[config.mk]
export PLATFORM = sky130hd
export DESIGN_NAME = v33_core
export DESIGN_NICKNAME = d
export VERILOG_FILES = /design/src/verilog/v33_pkg.sv /design/src/verilog/v33_core.sv /design/src/verilog/v33_decode.sv /design/src/verilog/v33_execute.sv /design/src/verilog/v33_writeback.sv
export VERILOG_INCLUDE_DIRS = /design/src /design/src/verilog
export SDC_FILE = /design/constraint.sdc
export NUM_CORES = 1
export LEC_CHECK = 0
export BUFFER_PORTS_ARGS = -buffer_cell sky130_fd_sc_hd__buf_2
export CORE_ASPECT_RATIO = 0.8
export CORE_MARGIN = 2
export CORE_UTILIZATION = 25
export CTS_CLUSTER_SIZE = 10
export DETAILED_ROUTE_END_ITERATION = 10
export GPL_TIMING_DRIVEN = 1
export PLACE_DENSITY_LB_ADDON = 0.08
export SYNTH_ARGS = -nofsm -noshare
export SYNTH_HDL_FRONTEND = slang
export SYNTH_SLANG_ARGS = --single-unit
export TNS_END_PERCENT = 20
[constraint.sdc]
create_clock -name clk -period 14.53 [get_ports clk]
set_clock_uncertainty 0.2 [all_clocks]
set_input_delay 0.7265 -clock clk [delete_from_list [all_inputs] [get_ports clk]]
set_output_delay 0.7265 -clock clk [all_outputs]
set_load 0.02 [all_outputs]
[src/verilog/v33_params.svh]
`ifndef V33_PARAMS_SVH
`define V33_PARAMS_SVH

// Datapath
`define V33_DATA_W   16
`define V33_NUM_REGS 8

// Raw instruction word, one per accepted cycle
`define V33_INSTR_W  32

// Decode, execute and writeback stages
`define V33_LATENCY  3

`endif

[src/verilog/v33_pkg.sv]
`default_nettype none

`include "v33_params.svh"

package v33_pkg;

    localparam int REG_IDX_W = $clog2(`V33_NUM_REGS);

    typedef enum logic [2:0] {
        OP_NOP    = 3'd0,
        OP_MOV    = 3'd1,
        OP_ALU    = 3'd2,
        OP_BR_REL = 3'd3,
        OP_B_COND = 3'd4    // 5..7 reserved
    } opclass_e;

    typedef enum logic [2:0] {
        ALU_ADD = 3'd0,
        ALU_SUB = 3'd1,
        ALU_AND = 3'd2,
        ALU_OR  = 3'd3,
        ALU_XOR = 3'd4,
        ALU_CMP = 3'd5      // 6, 7 reserved
    } alu_op_e;

    typedef struct packed {
        logic z;
        logic s;
        logic p;
        logic cy;
        logic v;
    } flags_t;

    typedef struct packed {
        logic [2:0] reg_d;
        logic [2:0] reg_s;
    } instr_regs_t;

    typedef struct packed {
        logic [3:0] cond;
        logic [1:0] rsvd;
    } instr_br_t;

    // Branches carry the condition in place of the register numbers
    typedef union packed {
        instr_regs_t regs;
        instr_br_t   br;
    } instr_opnd_u;

    typedef struct packed {
        logic [2:0]                            opclass;  // raw, may be reserved
        logic [2:0]                            alu_op;
        logic                                  wide;
        logic                                  use_imm;
        instr_opnd_u                           opnd;
        logic [`V33_INSTR_W-`V33_DATA_W-15:0]  pad;
        logic [`V33_DATA_W-1:0]                imm;
    } instr_t;

    typedef struct packed {
        opclass_e               opclass;
        alu_op_e                alu_op;
        logic                   wide;
        logic [REG_IDX_W-1:0]   rd;
        logic                   rd_hi;
        logic [REG_IDX_W-1:0]   rs;
        logic                   rs_hi;
        logic                   use_imm;
        logic [`V33_DATA_W-1:0] imm;
        logic [3:0]             cond;
        logic                   illegal;
    } decoded_t;

    typedef struct packed {
        logic                   wr_en;
        logic [REG_IDX_W-1:0]   rd;
        logic                   rd_hi;
        logic                   wide;
        logic [`V33_DATA_W-1:0] result;     // byte ops in the low byte
        logic                   flags_wr;
        flags_t                 flags;
        logic                   br_taken;
        logic [`V33_DATA_W-1:0] br_target;
        logic                   illegal;
    } exec_result_t;

    typedef struct packed {
        logic                   reg_written;
        logic [REG_IDX_W-1:0]   reg_index;  // physical register
        logic [`V33_DATA_W-1:0] reg_value;
        flags_t                 flags;
        logic [`V33_DATA_W-1:0] pc;
        logic                   illegal;
    } retire_t;

endpackage

`default_nettype wire

[src/verilog/v33_core.sv]
`timescale 1ns/1ps
`default_nettype none

`include "v33_params.svh"

module v33_core (
    input  logic             clk,
    input  logic             reset,
    input  logic             instr_valid,
    input  v33_pkg::instr_t  instr,
    output logic             retire_valid,
    output v33_pkg::retire_t retire
);

    logic                                     dec_valid;
    v33_pkg::decoded_t                        dec_op;
    logic                                     ex_valid;
    v33_pkg::exec_result_t                    ex_res;
    logic [`V33_NUM_REGS-1:0][`V33_DATA_W-1:0] regs;   // committed state
    v33_pkg::flags_t                          flags;
    logic [`V33_DATA_W-1:0]                   pc;

    v33_decode decode_i (
        .clk         (clk),
        .reset       (reset),
        .instr_valid (instr_valid),
        .instr       (instr),
        .dec_valid   (dec_valid),
        .dec_op      (dec_op)
    );

    v33_execute execute_i (
        .clk       (clk),
        .reset     (reset),
        .dec_valid (dec_valid),
        .dec_op    (dec_op),
        .regs      (regs),
        .flags     (flags),
        .pc        (pc),
        .ex_valid  (ex_valid),
        .ex_res    (ex_res)
    );

    v33_writeback writeback_i (
        .clk          (clk),
        .reset        (reset),
        .ex_valid     (ex_valid),
        .ex_res       (ex_res),
        .regs         (regs),
        .flags        (flags),
        .pc           (pc),
        .retire_valid (retire_valid),
        .retire       (retire)
    );

endmodule

`default_nettype wire

[src/verilog/v33_decode.sv]
`timescale 1ns/1ps
`default_nettype none

`include "v33_params.svh"

module v33_decode (
    input  logic              clk,
    input  logic              reset,
    input  logic              instr_valid,
    input  v33_pkg::instr_t   instr,
    output logic              dec_valid,
    output v33_pkg::decoded_t dec_op
);

    v33_pkg::decoded_t next_op;
    logic              bad_class;
    logic              bad_alu;
    logic              is_data;

    assign bad_class = instr.opclass > v33_pkg::OP_B_COND;
    assign bad_alu   = (instr.opclass == v33_pkg::OP_ALU) && (instr.alu_op > v33_pkg::ALU_CMP);
    assign is_data   = (instr.opclass == v33_pkg::OP_MOV) || (instr.opclass == v33_pkg::OP_ALU);

    always_comb begin
        next_op.opclass = v33_pkg::opclass_e'(instr.opclass);
        next_op.alu_op  = v33_pkg::alu_op_e'(instr.alu_op);
        next_op.wide    = instr.wide;
        next_op.use_imm = instr.use_imm;
        next_op.cond    = instr.opnd.br.cond;
        next_op.imm     = instr.imm;
        next_op.illegal = 1'b0;

        if (instr.wide) begin
            next_op.rd    = instr.opnd.regs.reg_d;
            next_op.rd_hi = 1'b0;
            next_op.rs    = instr.opnd.regs.reg_s;
            next_op.rs_hi = 1'b0;
        end else begin
            // AL..BL are the low halves of AW..BW, AH..BH the high halves
            next_op.rd    = {1'b0, instr.opnd.regs.reg_d[1:0]};
            next_op.rd_hi = instr.opnd.regs.reg_d[2];
            next_op.rs    = {1'b0, instr.opnd.regs.reg_s[1:0]};
            next_op.rs_hi = instr.opnd.regs.reg_s[2];
            if (is_data) begin
                next_op.imm = {{(`V33_DATA_W-8){1'b0}}, instr.imm[7:0]};
            end
        end

        if (bad_class || bad_alu) begin
            next_op.opclass = v33_pkg::OP_NOP; // retires with pc + 4 only
            next_op.illegal = 1'b1;
        end
    end

    always_ff @(posedge clk) begin
        if (reset) begin
            dec_valid <= 1'b0;
        end else begin
            dec_valid <= instr_valid;
        end
    end

    always_ff @(posedge clk) begin
        dec_op <= next_op;
    end

    // Reserved encodings must never reach execute as a writing op
    illegal_is_nop: assert property (
        @(posedge clk) disable iff (reset)
        dec_valid && dec_op.illegal |-> dec_op.opclass == v33_pkg::OP_NOP
    );

endmodule

`default_nettype wire

[src/verilog/v33_execute.sv]
`timescale 1ns/1ps
`default_nettype none

`include "v33_params.svh"

module v33_execute (
    input  logic                                     clk,
    input  logic                                     reset,
    input  logic                                     dec_valid,
    input  v33_pkg::decoded_t                        dec_op,
    input  logic [`V33_NUM_REGS-1:0][`V33_DATA_W-1:0] regs,
    input  v33_pkg::flags_t                          flags,
    input  logic [`V33_DATA_W-1:0]                   pc,
    output logic                                     ex_valid,
    output v33_pkg::exec_result_t                    ex_res
);

    localparam int W = `V33_DATA_W;

    // Committed word, with the uncommitted result one stage ahead merged in
    function automatic logic [W-1:0] read_reg(input logic [W-1:0]          committed,
                                              input logic                  hit,
                                              input v33_pkg::exec_result_t res);
        logic [W-1:0] word;
        word = committed;
        if (hit) begin
            if (res.wide)
                word = res.result;
            else if (res.rd_hi)
                word[W-1:8] = res.result[7:0];
            else
                word[7:0] = res.result[7:0];
        end
        return word;
    endfunction

    logic [W-1:0]          d_word;
    logic [W-1:0]          s_word;
    logic [7:0]            d_byte;
    logic [7:0]            s_byte;
    logic [W-1:0]          op_a;
    logic [W-1:0]          op_b;
    logic [W-1:0]          cur_pc;
    v33_pkg::flags_t       cur_flags;
    logic [W:0]            sum;
    logic [W:0]            diff;
    logic [W-1:0]          alu_out;
    logic [W-1:0]          alu_sized;
    logic                  msb_a;
    logic                  msb_b;
    logic                  msb_r;
    v33_pkg::flags_t       alu_flags;
    logic                  cond_ok;
    v33_pkg::exec_result_t next_res;

    assign d_word = read_reg(regs[dec_op.rd], ex_valid && ex_res.wr_en && ex_res.rd == dec_op.rd,
                             ex_res);
    assign s_word = read_reg(regs[dec_op.rs], ex_valid && ex_res.wr_en && ex_res.rd == dec_op.rs,
                             ex_res);
    assign d_byte = dec_op.rd_hi ? d_word[W-1:8] : d_word[7:0];
    assign s_byte = dec_op.rs_hi ? s_word[W-1:8] : s_word[7:0];
    assign op_a   = dec_op.wide ? d_word : {{(W-8){1'b0}}, d_byte};
    assign op_b   = dec_op.use_imm ? dec_op.imm :
                    dec_op.wide ? s_word : {{(W-8){1'b0}}, s_byte};

    assign cur_flags = (ex_valid && ex_res.flags_wr) ? ex_res.flags : flags;
    // PC of this instruction, following the one still in writeback
    assign cur_pc = !ex_valid       ? pc :
                    ex_res.br_taken ? ex_res.br_target : pc + W'(4);

    assign sum  = {1'b0, op_a} + {1'b0, op_b};
    assign diff = {1'b0, op_a} - {1'b0, op_b};

    always_comb begin
        case (dec_op.alu_op)
            v33_pkg::ALU_SUB, v33_pkg::ALU_CMP: alu_out = diff[W-1:0];
            v33_pkg::ALU_AND: alu_out = op_a & op_b;
            v33_pkg::ALU_OR:  alu_out = op_a | op_b;
            v33_pkg::ALU_XOR: alu_out = op_a ^ op_b;
            default:          alu_out = sum[W-1:0];
        endcase
        alu_sized = dec_op.wide ? alu_out : {{(W-8){1'b0}}, alu_out[7:0]};
        msb_a     = dec_op.wide ? op_a[W-1] : op_a[7];
        msb_b     = dec_op.wide ? op_b[W-1] : op_b[7];
        msb_r     = dec_op.wide ? alu_out[W-1] : alu_out[7];

        alu_flags.z  = alu_sized == '0;
        alu_flags.s  = msb_r;
        alu_flags.p  = ~^alu_out[7:0];
        alu_flags.cy = 1'b0;               // logic ops clear CY and V
        alu_flags.v  = 1'b0;
        if (dec_op.alu_op == v33_pkg::ALU_ADD) begin
            alu_flags.cy = dec_op.wide ? sum[W] : sum[8];
            alu_flags.v  = (msb_a == msb_b) && (msb_r != msb_a);
        end else if (dec_op.alu_op == v33_pkg::ALU_SUB || dec_op.alu_op == v33_pkg::ALU_CMP) begin
            alu_flags.cy = dec_op.wide ? diff[W] : diff[8];     // borrow
            alu_flags.v  = (msb_a != msb_b) && (msb_r != msb_a);
        end
    end

    always_comb begin
        case (dec_op.cond)
            4'h0: cond_ok = cur_flags.v;
            4'h1: cond_ok = ~cur_flags.v;
            4'h2: cond_ok = cur_flags.cy;
            4'h3: cond_ok = ~cur_flags.cy;
            4'h4: cond_ok = cur_flags.z;
            4'h5: cond_ok = ~cur_flags.z;
            4'h6: cond_ok = cur_flags.cy | cur_flags.z;          // NH
            4'h7: cond_ok = ~(cur_flags.cy | cur_flags.z);       // H
            4'h8: cond_ok = cur_flags.s;
            4'h9: cond_ok = ~cur_flags.s;
            4'ha: cond_ok = cur_flags.p;
            4'hb: cond_ok = ~cur_flags.p;
            4'hc: cond_ok = cur_flags.s ^ cur_flags.v;           // LT
            4'hd: cond_ok = ~(cur_flags.s ^ cur_flags.v);
            4'he: cond_ok = (cur_flags.s ^ cur_flags.v) | cur_flags.z;
            4'hf: cond_ok = ~((cur_flags.s ^ cur_flags.v) | cur_flags.z);
        endcase
    end

    always_comb begin
        next_res.wr_en     = 1'b0;
        next_res.rd        = dec_op.rd;
        next_res.rd_hi     = dec_op.rd_hi;
        next_res.wide      = dec_op.wide;
        next_res.result    = alu_sized;
        next_res.flags_wr  = 1'b0;
        next_res.flags     = alu_flags;
        next_res.br_taken  = 1'b0;
        next_res.br_target = cur_pc + W'(4) + dec_op.imm;
        next_res.illegal   = dec_op.illegal;
        case (dec_op.opclass)
            v33_pkg::OP_MOV: begin
                next_res.wr_en  = 1'b1;
                next_res.result = op_b;
            end
            v33_pkg::OP_ALU: begin
                next_res.wr_en    = dec_op.alu_op != v33_pkg::ALU_CMP;
                next_res.flags_wr = 1'b1;
            end
            v33_pkg::OP_BR_REL: next_res.br_taken = 1'b1;
            v33_pkg::OP_B_COND: next_res.br_taken = cond_ok;
            default: ;
        endcase
    end

    always_ff @(posedge clk) begin
        if (reset) begin
            ex_valid <= 1'b0;
        end else begin
            ex_valid <= dec_valid;
        end
    end

    always_ff @(posedge clk) begin
        ex_res <= next_res;
    end

    no_write_on_branch: assert property (
        @(posedge clk) disable iff (reset)
        ex_valid |-> !(ex_res.wr_en && ex_res.br_taken)
    );

endmodule

`default_nettype wire

[src/verilog/v33_writeback.sv]
`timescale 1ns/1ps
`default_nettype none

`include "v33_params.svh"

module v33_writeback (
    input  logic                                     clk,
    input  logic                                     reset,
    input  logic                                     ex_valid,
    input  v33_pkg::exec_result_t                    ex_res,
    output logic [`V33_NUM_REGS-1:0][`V33_DATA_W-1:0] regs,
    output v33_pkg::flags_t                          flags,
    output logic [`V33_DATA_W-1:0]                   pc,
    output logic                                     retire_valid,
    output v33_pkg::retire_t                         retire
);

    localparam int W = `V33_DATA_W;

    logic [W-1:0]    old_word;
    logic [W-1:0]    new_word;
    logic [W-1:0]    next_pc;
    v33_pkg::flags_t next_flags;

    assign old_word = regs[ex_res.rd];

    // Byte writes keep the other half of the register
    always_comb begin
        new_word = old_word;
        if (ex_res.wide)
            new_word = ex_res.result;
        else if (ex_res.rd_hi)
            new_word[W-1:8] = ex_res.result[7:0];
        else
            new_word[7:0] = ex_res.result[7:0];
    end

    assign next_flags = ex_res.flags_wr ? ex_res.flags : flags;
    assign next_pc    = ex_res.br_taken ? ex_res.br_target : pc + W'(4);

    always_ff @(posedge clk) begin
        if (reset) begin
            regs  <= '0;
            flags <= '0;
            pc    <= '0;
        end else if (ex_valid) begin
            if (ex_res.wr_en) begin
                regs[ex_res.rd] <= new_word;
            end
            flags <= next_flags;
            pc    <= next_pc;
        end
    end

    always_ff @(posedge clk) begin
        if (reset) begin
            retire_valid <= 1'b0;
        end else begin
            retire_valid <= ex_valid;
        end
    end

    // Record shows the state as committed on this same edge
    always_ff @(posedge clk) begin
        if (ex_valid) begin
            retire.reg_written <= ex_res.wr_en;
            retire.reg_index   <= ex_res.rd;
            retire.reg_value   <= ex_res.wr_en ? new_word : old_word;
            retire.flags       <= next_flags;
            retire.pc          <= next_pc;
            retire.illegal     <= ex_res.illegal;
        end
    end

    // Pipeline is empty for a full latency after reset is released
    no_early_retire: assert property (
        @(posedge clk)
        $fell(reset) |-> !retire_valid [*`V33_LATENCY]
    );

endmodule

`default_nettype wire
==> results by group <==
Run status
  – Status: completed

Yosys
  – Post-Syn Area: between 15,000 and 20,000 sq um
  – Register area share after synthesis: 35.5%
  – Synth Flop Type: dfxtp_1
  – Proportion of netlist area held by the largest area contributor: 27.9%
  – Yosys cell types: 77
  – Post-Syn Nets: 1,893
  – Syn Area/Cell: between 9 and 10 sq um
  – Leading area contributor after synthesis: dfxtp_1
  – Mapped Cells: 1,773
  – Yosys warns: 0
  – Ys async rst share: 0%
  – Top post-synthesis cells by area: dfxtp_1 (28%), mux4_2 (13%), edfxtp_1 (7.6%)
  – Synth Register Bits: 275
  – Number of synthesized flops with an enable pin: 42

Power and ir drop
  – Worst vdd rail ir drop: roughly 0.000068 V
  – P_leak: 7.03 nW
  – Pwr per Cell Area: 104 nW/um^2

Routing
  – Via count: around 14,000
  – Drt pass-1 iters: 7
  – ANT nets after route: 0
  – First DRT Iteration DRCs: 1,101
  – Final wirelength: 61,900 microns
  – Number of vias per cell: approximately 5
  – WL/cell: 23.1 microns
  – Drt drc: 0

GRT
  – First-pass GRT wire length: roughly 92,000 microns
  – GRT Total Usage: 17.8%
  – Vias in the first global route: 13,400
  – Largest net degree at the start of global routing: 89
  – Total gr overflow: 0
  – Initial antenna violation count: 1

Critical path
  – Reg2reg start: decode_i.dec_op[23]
  – Reg2reg path depth: 16
  – Endpoint class of the critical path: flop
  – CP Buf/Inv Count: 1
  – Kind of critical path: flop to flop
  – CP max-delay cell: a2111oi_0
  – Crit path max-delay family: compound AO/OA/AOI/OAI gates
  – Startpoint types: flop
  – Crit-path most repeated cell: mux2i_1
  – Cells along the critical path: buf_4 -> xnor2_1 -> nand4_1 -> nand2b_1 -> o211ai_1 -> o21ai_0 -> mux2i_1 -> ha_1 -> nor2b_1 -> o31a_1 -> a2111oi_0 -> o41ai_1 -> mux2i_1 -> o221ai_1 -> o31ai_1 -> nor4b_2
  – Worst stage delay on the critical path: 1.02 ns
  – CP Max Fanout: 32
  – WP data required: around 15 ns
  – FF-to-FF setup slack: approximately 7.6 ns
  – Crit path DAT: 7.10 ns
  – R2r endpoint: execute_i.ex_res[22]

Placement
  – Area after DPL: approximately 18,000 sq um
  – Port Buffers: 75
  – Placed wire-length estimate: around 42,000 microns
  – GPL Wtd Cong: 0.879

Floorplanning
  – Num ports: 78
  – DIE AREA: roughly 69,000 sq um
  – Die H: ~240 microns
  – Core area: 65,900 sq um
  – Initial Utilization: 25.3%
  – Cell Rows: 84
  – Die W: just under 300 microns

Clock tree
  – H-tree depth: 2
  – Post-CTS setup buffer count: 0
  – Cts-stage hold buffer count: 0
  – Total CTS buffers: 37
  – CTS Sinks: 275
  – CTS tree: built
  – Max clock buf depth: 3
  – Clock Pin Slew Worst Setup and Hold Paths: 0.05 ns
  – Clock latency on the worst-skew pair: 0.57 ns
  – CTS resizes: 0
  – Clk root buf: clkbuf_16

Timing
  – Fin crit period: 6.88 ns
  – Final setup vio count: 0
  – Final Hold Violating Endpoints: 0
  – Final period util: 47.4%
  – Sum Neg Setup Slack: 0 ns
  – Slew Viols, Final: 0
  – RSZ-0062 raised after global routing: false
  – Max Freq: 145 MHz
  – Slew headroom: a little under a fifth
  – Worst Tran Pin Value: 1.19 ns
  – WHS: 0.0539 ns

Cells and area
  – Area Growth Syn to Fin: 14.4%
  – Final net count: around 1,900
  – Fraction of layout cells with a size suffix above 1: 16.7%
  – Number of antenna diodes: 0
  – Fill cells: approximately 7,000
  – Reg area: 5940 sq um
  – Finished Cell Area: 19,100 sq um
  – Multi-input logic area: 10,100 sq um

Flow run
  – Max_cap viols: 0

Min path
  – Worst hold stages: 1
  – Hold Crit Class: input pin to flop
  – Hold EP: decode_i.dec_op[24]
  – Hold Startpoint: instr[19]
-- flip-flops by register name (all words and copies together) (netlist names) --
| signal | cells |
|---|---|
| writeback_i.retire | 42 |
| execute_i.ex_res | 46 |
| writeback_i.flags | 5 |
| decode_i.dec_op | 35 |
| writeback_i.regs | 128 |
| execute_i.ex_valid | 1 |
| writeback_i.retire_valid | 1 |
| writeback_i.pc | 16 |
| decode_i.dec_valid | 1 |
-- metal layers --
metal	GRT usage, %	wire [microns]	vias up
met5	0	0	-
met4	5.17	1600	0
met3	3.40	3600	84
met2	26.2	26000	397
met1	26.2	30700	6626
li1	-	-	6536
-- how the worst max path moves through the flow --
stage	from	end	slack, ns	cells past startpoint
floorplan	execute_i.ex_valid	execute_i.ex_res[22]	8.91	17
global placement	decode_i.dec_op[23]	execute_i.ex_res[22]	7.61	16
detailed placement	decode_i.dec_op[23]	execute_i.ex_res[22]	7.65	16
CTS	decode_i.dec_op[23]	execute_i.ex_res[22]	7.60	16
global route	decode_i.dec_op[23]	execute_i.ex_res[22]	7.12	20
finish	decode_i.dec_op[23]	execute_i.ex_res[22]	7.65	16
-- per-stage QoR --
stage	utilization [%]	setup WS [ns]	power [W]	cells
floorplan	-	8.91	0.00100	1773
global placement	27.2	7.61	0.00110	2616
detailed placement	27.2	7.65	0.00110	2616
CTS	29.0	7.60	0.00202	2683
global route	29.0	7.12	0.00207	2683
finish	29.0	7.65	0.00198	2683
-- cells in the mapped netlist (6+ instances only) --
master and count:
a211oi_1 69, a21boi_1 8, a21o_1 10, a21oi_1 137
a22oi_1 13, a31oi_1 6, and2_1 16, and3_1 10
buf_1 8, buf_2 24, clkbuf_1 85, dfxtp_1 233
edfxtp_1 42, ha_1 82, inv_1 65, mux2_2 24
mux2i_1 83, mux4_2 96, nand2_1 215, nand2b_1 21
nand3_1 25, nand3b_1 6, nand4_1 6, nor2_1 160
nor2b_1 33, nor3_1 20, o211ai_1 14, o21ai_0 83
o22a_1 16, o22ai_1 6, or3_1 11, xnor2_1 29
xor2_1 12
-- where the power goes --
group	switching, W	leakage [nW]	internal [W]
Clock	0.000371	0.571	0.000530
Combinational	0.000167	4.16	0.0000855
Sequential	0.0000259	2.29	0.000803
Total	0.000564	7.03	0.00142
-- kinds of logic after synthesis --
group,Yosys count,share of synthesized area (%)
flops,275,35.5
mux,207,19.8
buf+inv,184,4.36
compound gates,435,16.9
xor+xnor,41,2.15
fa+ha+maj,85,6.51
simple gates,546,14.7
-- worst register-to-register path: stages (launching register included) --
cell and delay (ns):
dfxtp_2 0.31, buf_4 0.61, xnor2_1 0.21, nand4_1 0.48, nand2b_1 0.61, o211ai_1 0.28, o21ai_0 0.10, mux2i_1 0.51
ha_1 0.36, nor2b_1 0.16, o31a_1 0.30, a2111oi_0 1.02, o41ai_1 0.24, mux2i_1 0.17, o221ai_1 0.52, o31ai_1 0.21
nor4b_2 0.45
-- layout by cell type, fill, tap and decap left out, drive strengths merged, types with 8 or more instances in the layout --
cell and n:
dfxtp 233, nand2 215, nor2 160, a21oi 137, buf 101, mux4 96
o21ai 88, mux2i 83, ha 82, a211oi 70, inv 68, clkbuf 54
edfxtp 42, nor2b 33, xnor2 29, mux2 28, nand3 25, nand2b 21
nor3 20, and2 16, o22a 16, o211ai 14, a22oi 13, xor2 12
or3 12, and3 10, a21o 10, clkinv 9, a21boi 8
-- layout make-up --
cell class,instances,share of cell area (%)
multi-input cells,1314,52.9
well taps,860,5.64
clock inverters,13,0.701
clock buffers,54,5.39
repair buffers,101,3.00
inverters,66,1.30
flip-flops and latches,275,31.1
Note: power is estimated with default switching activity, not from simulation.
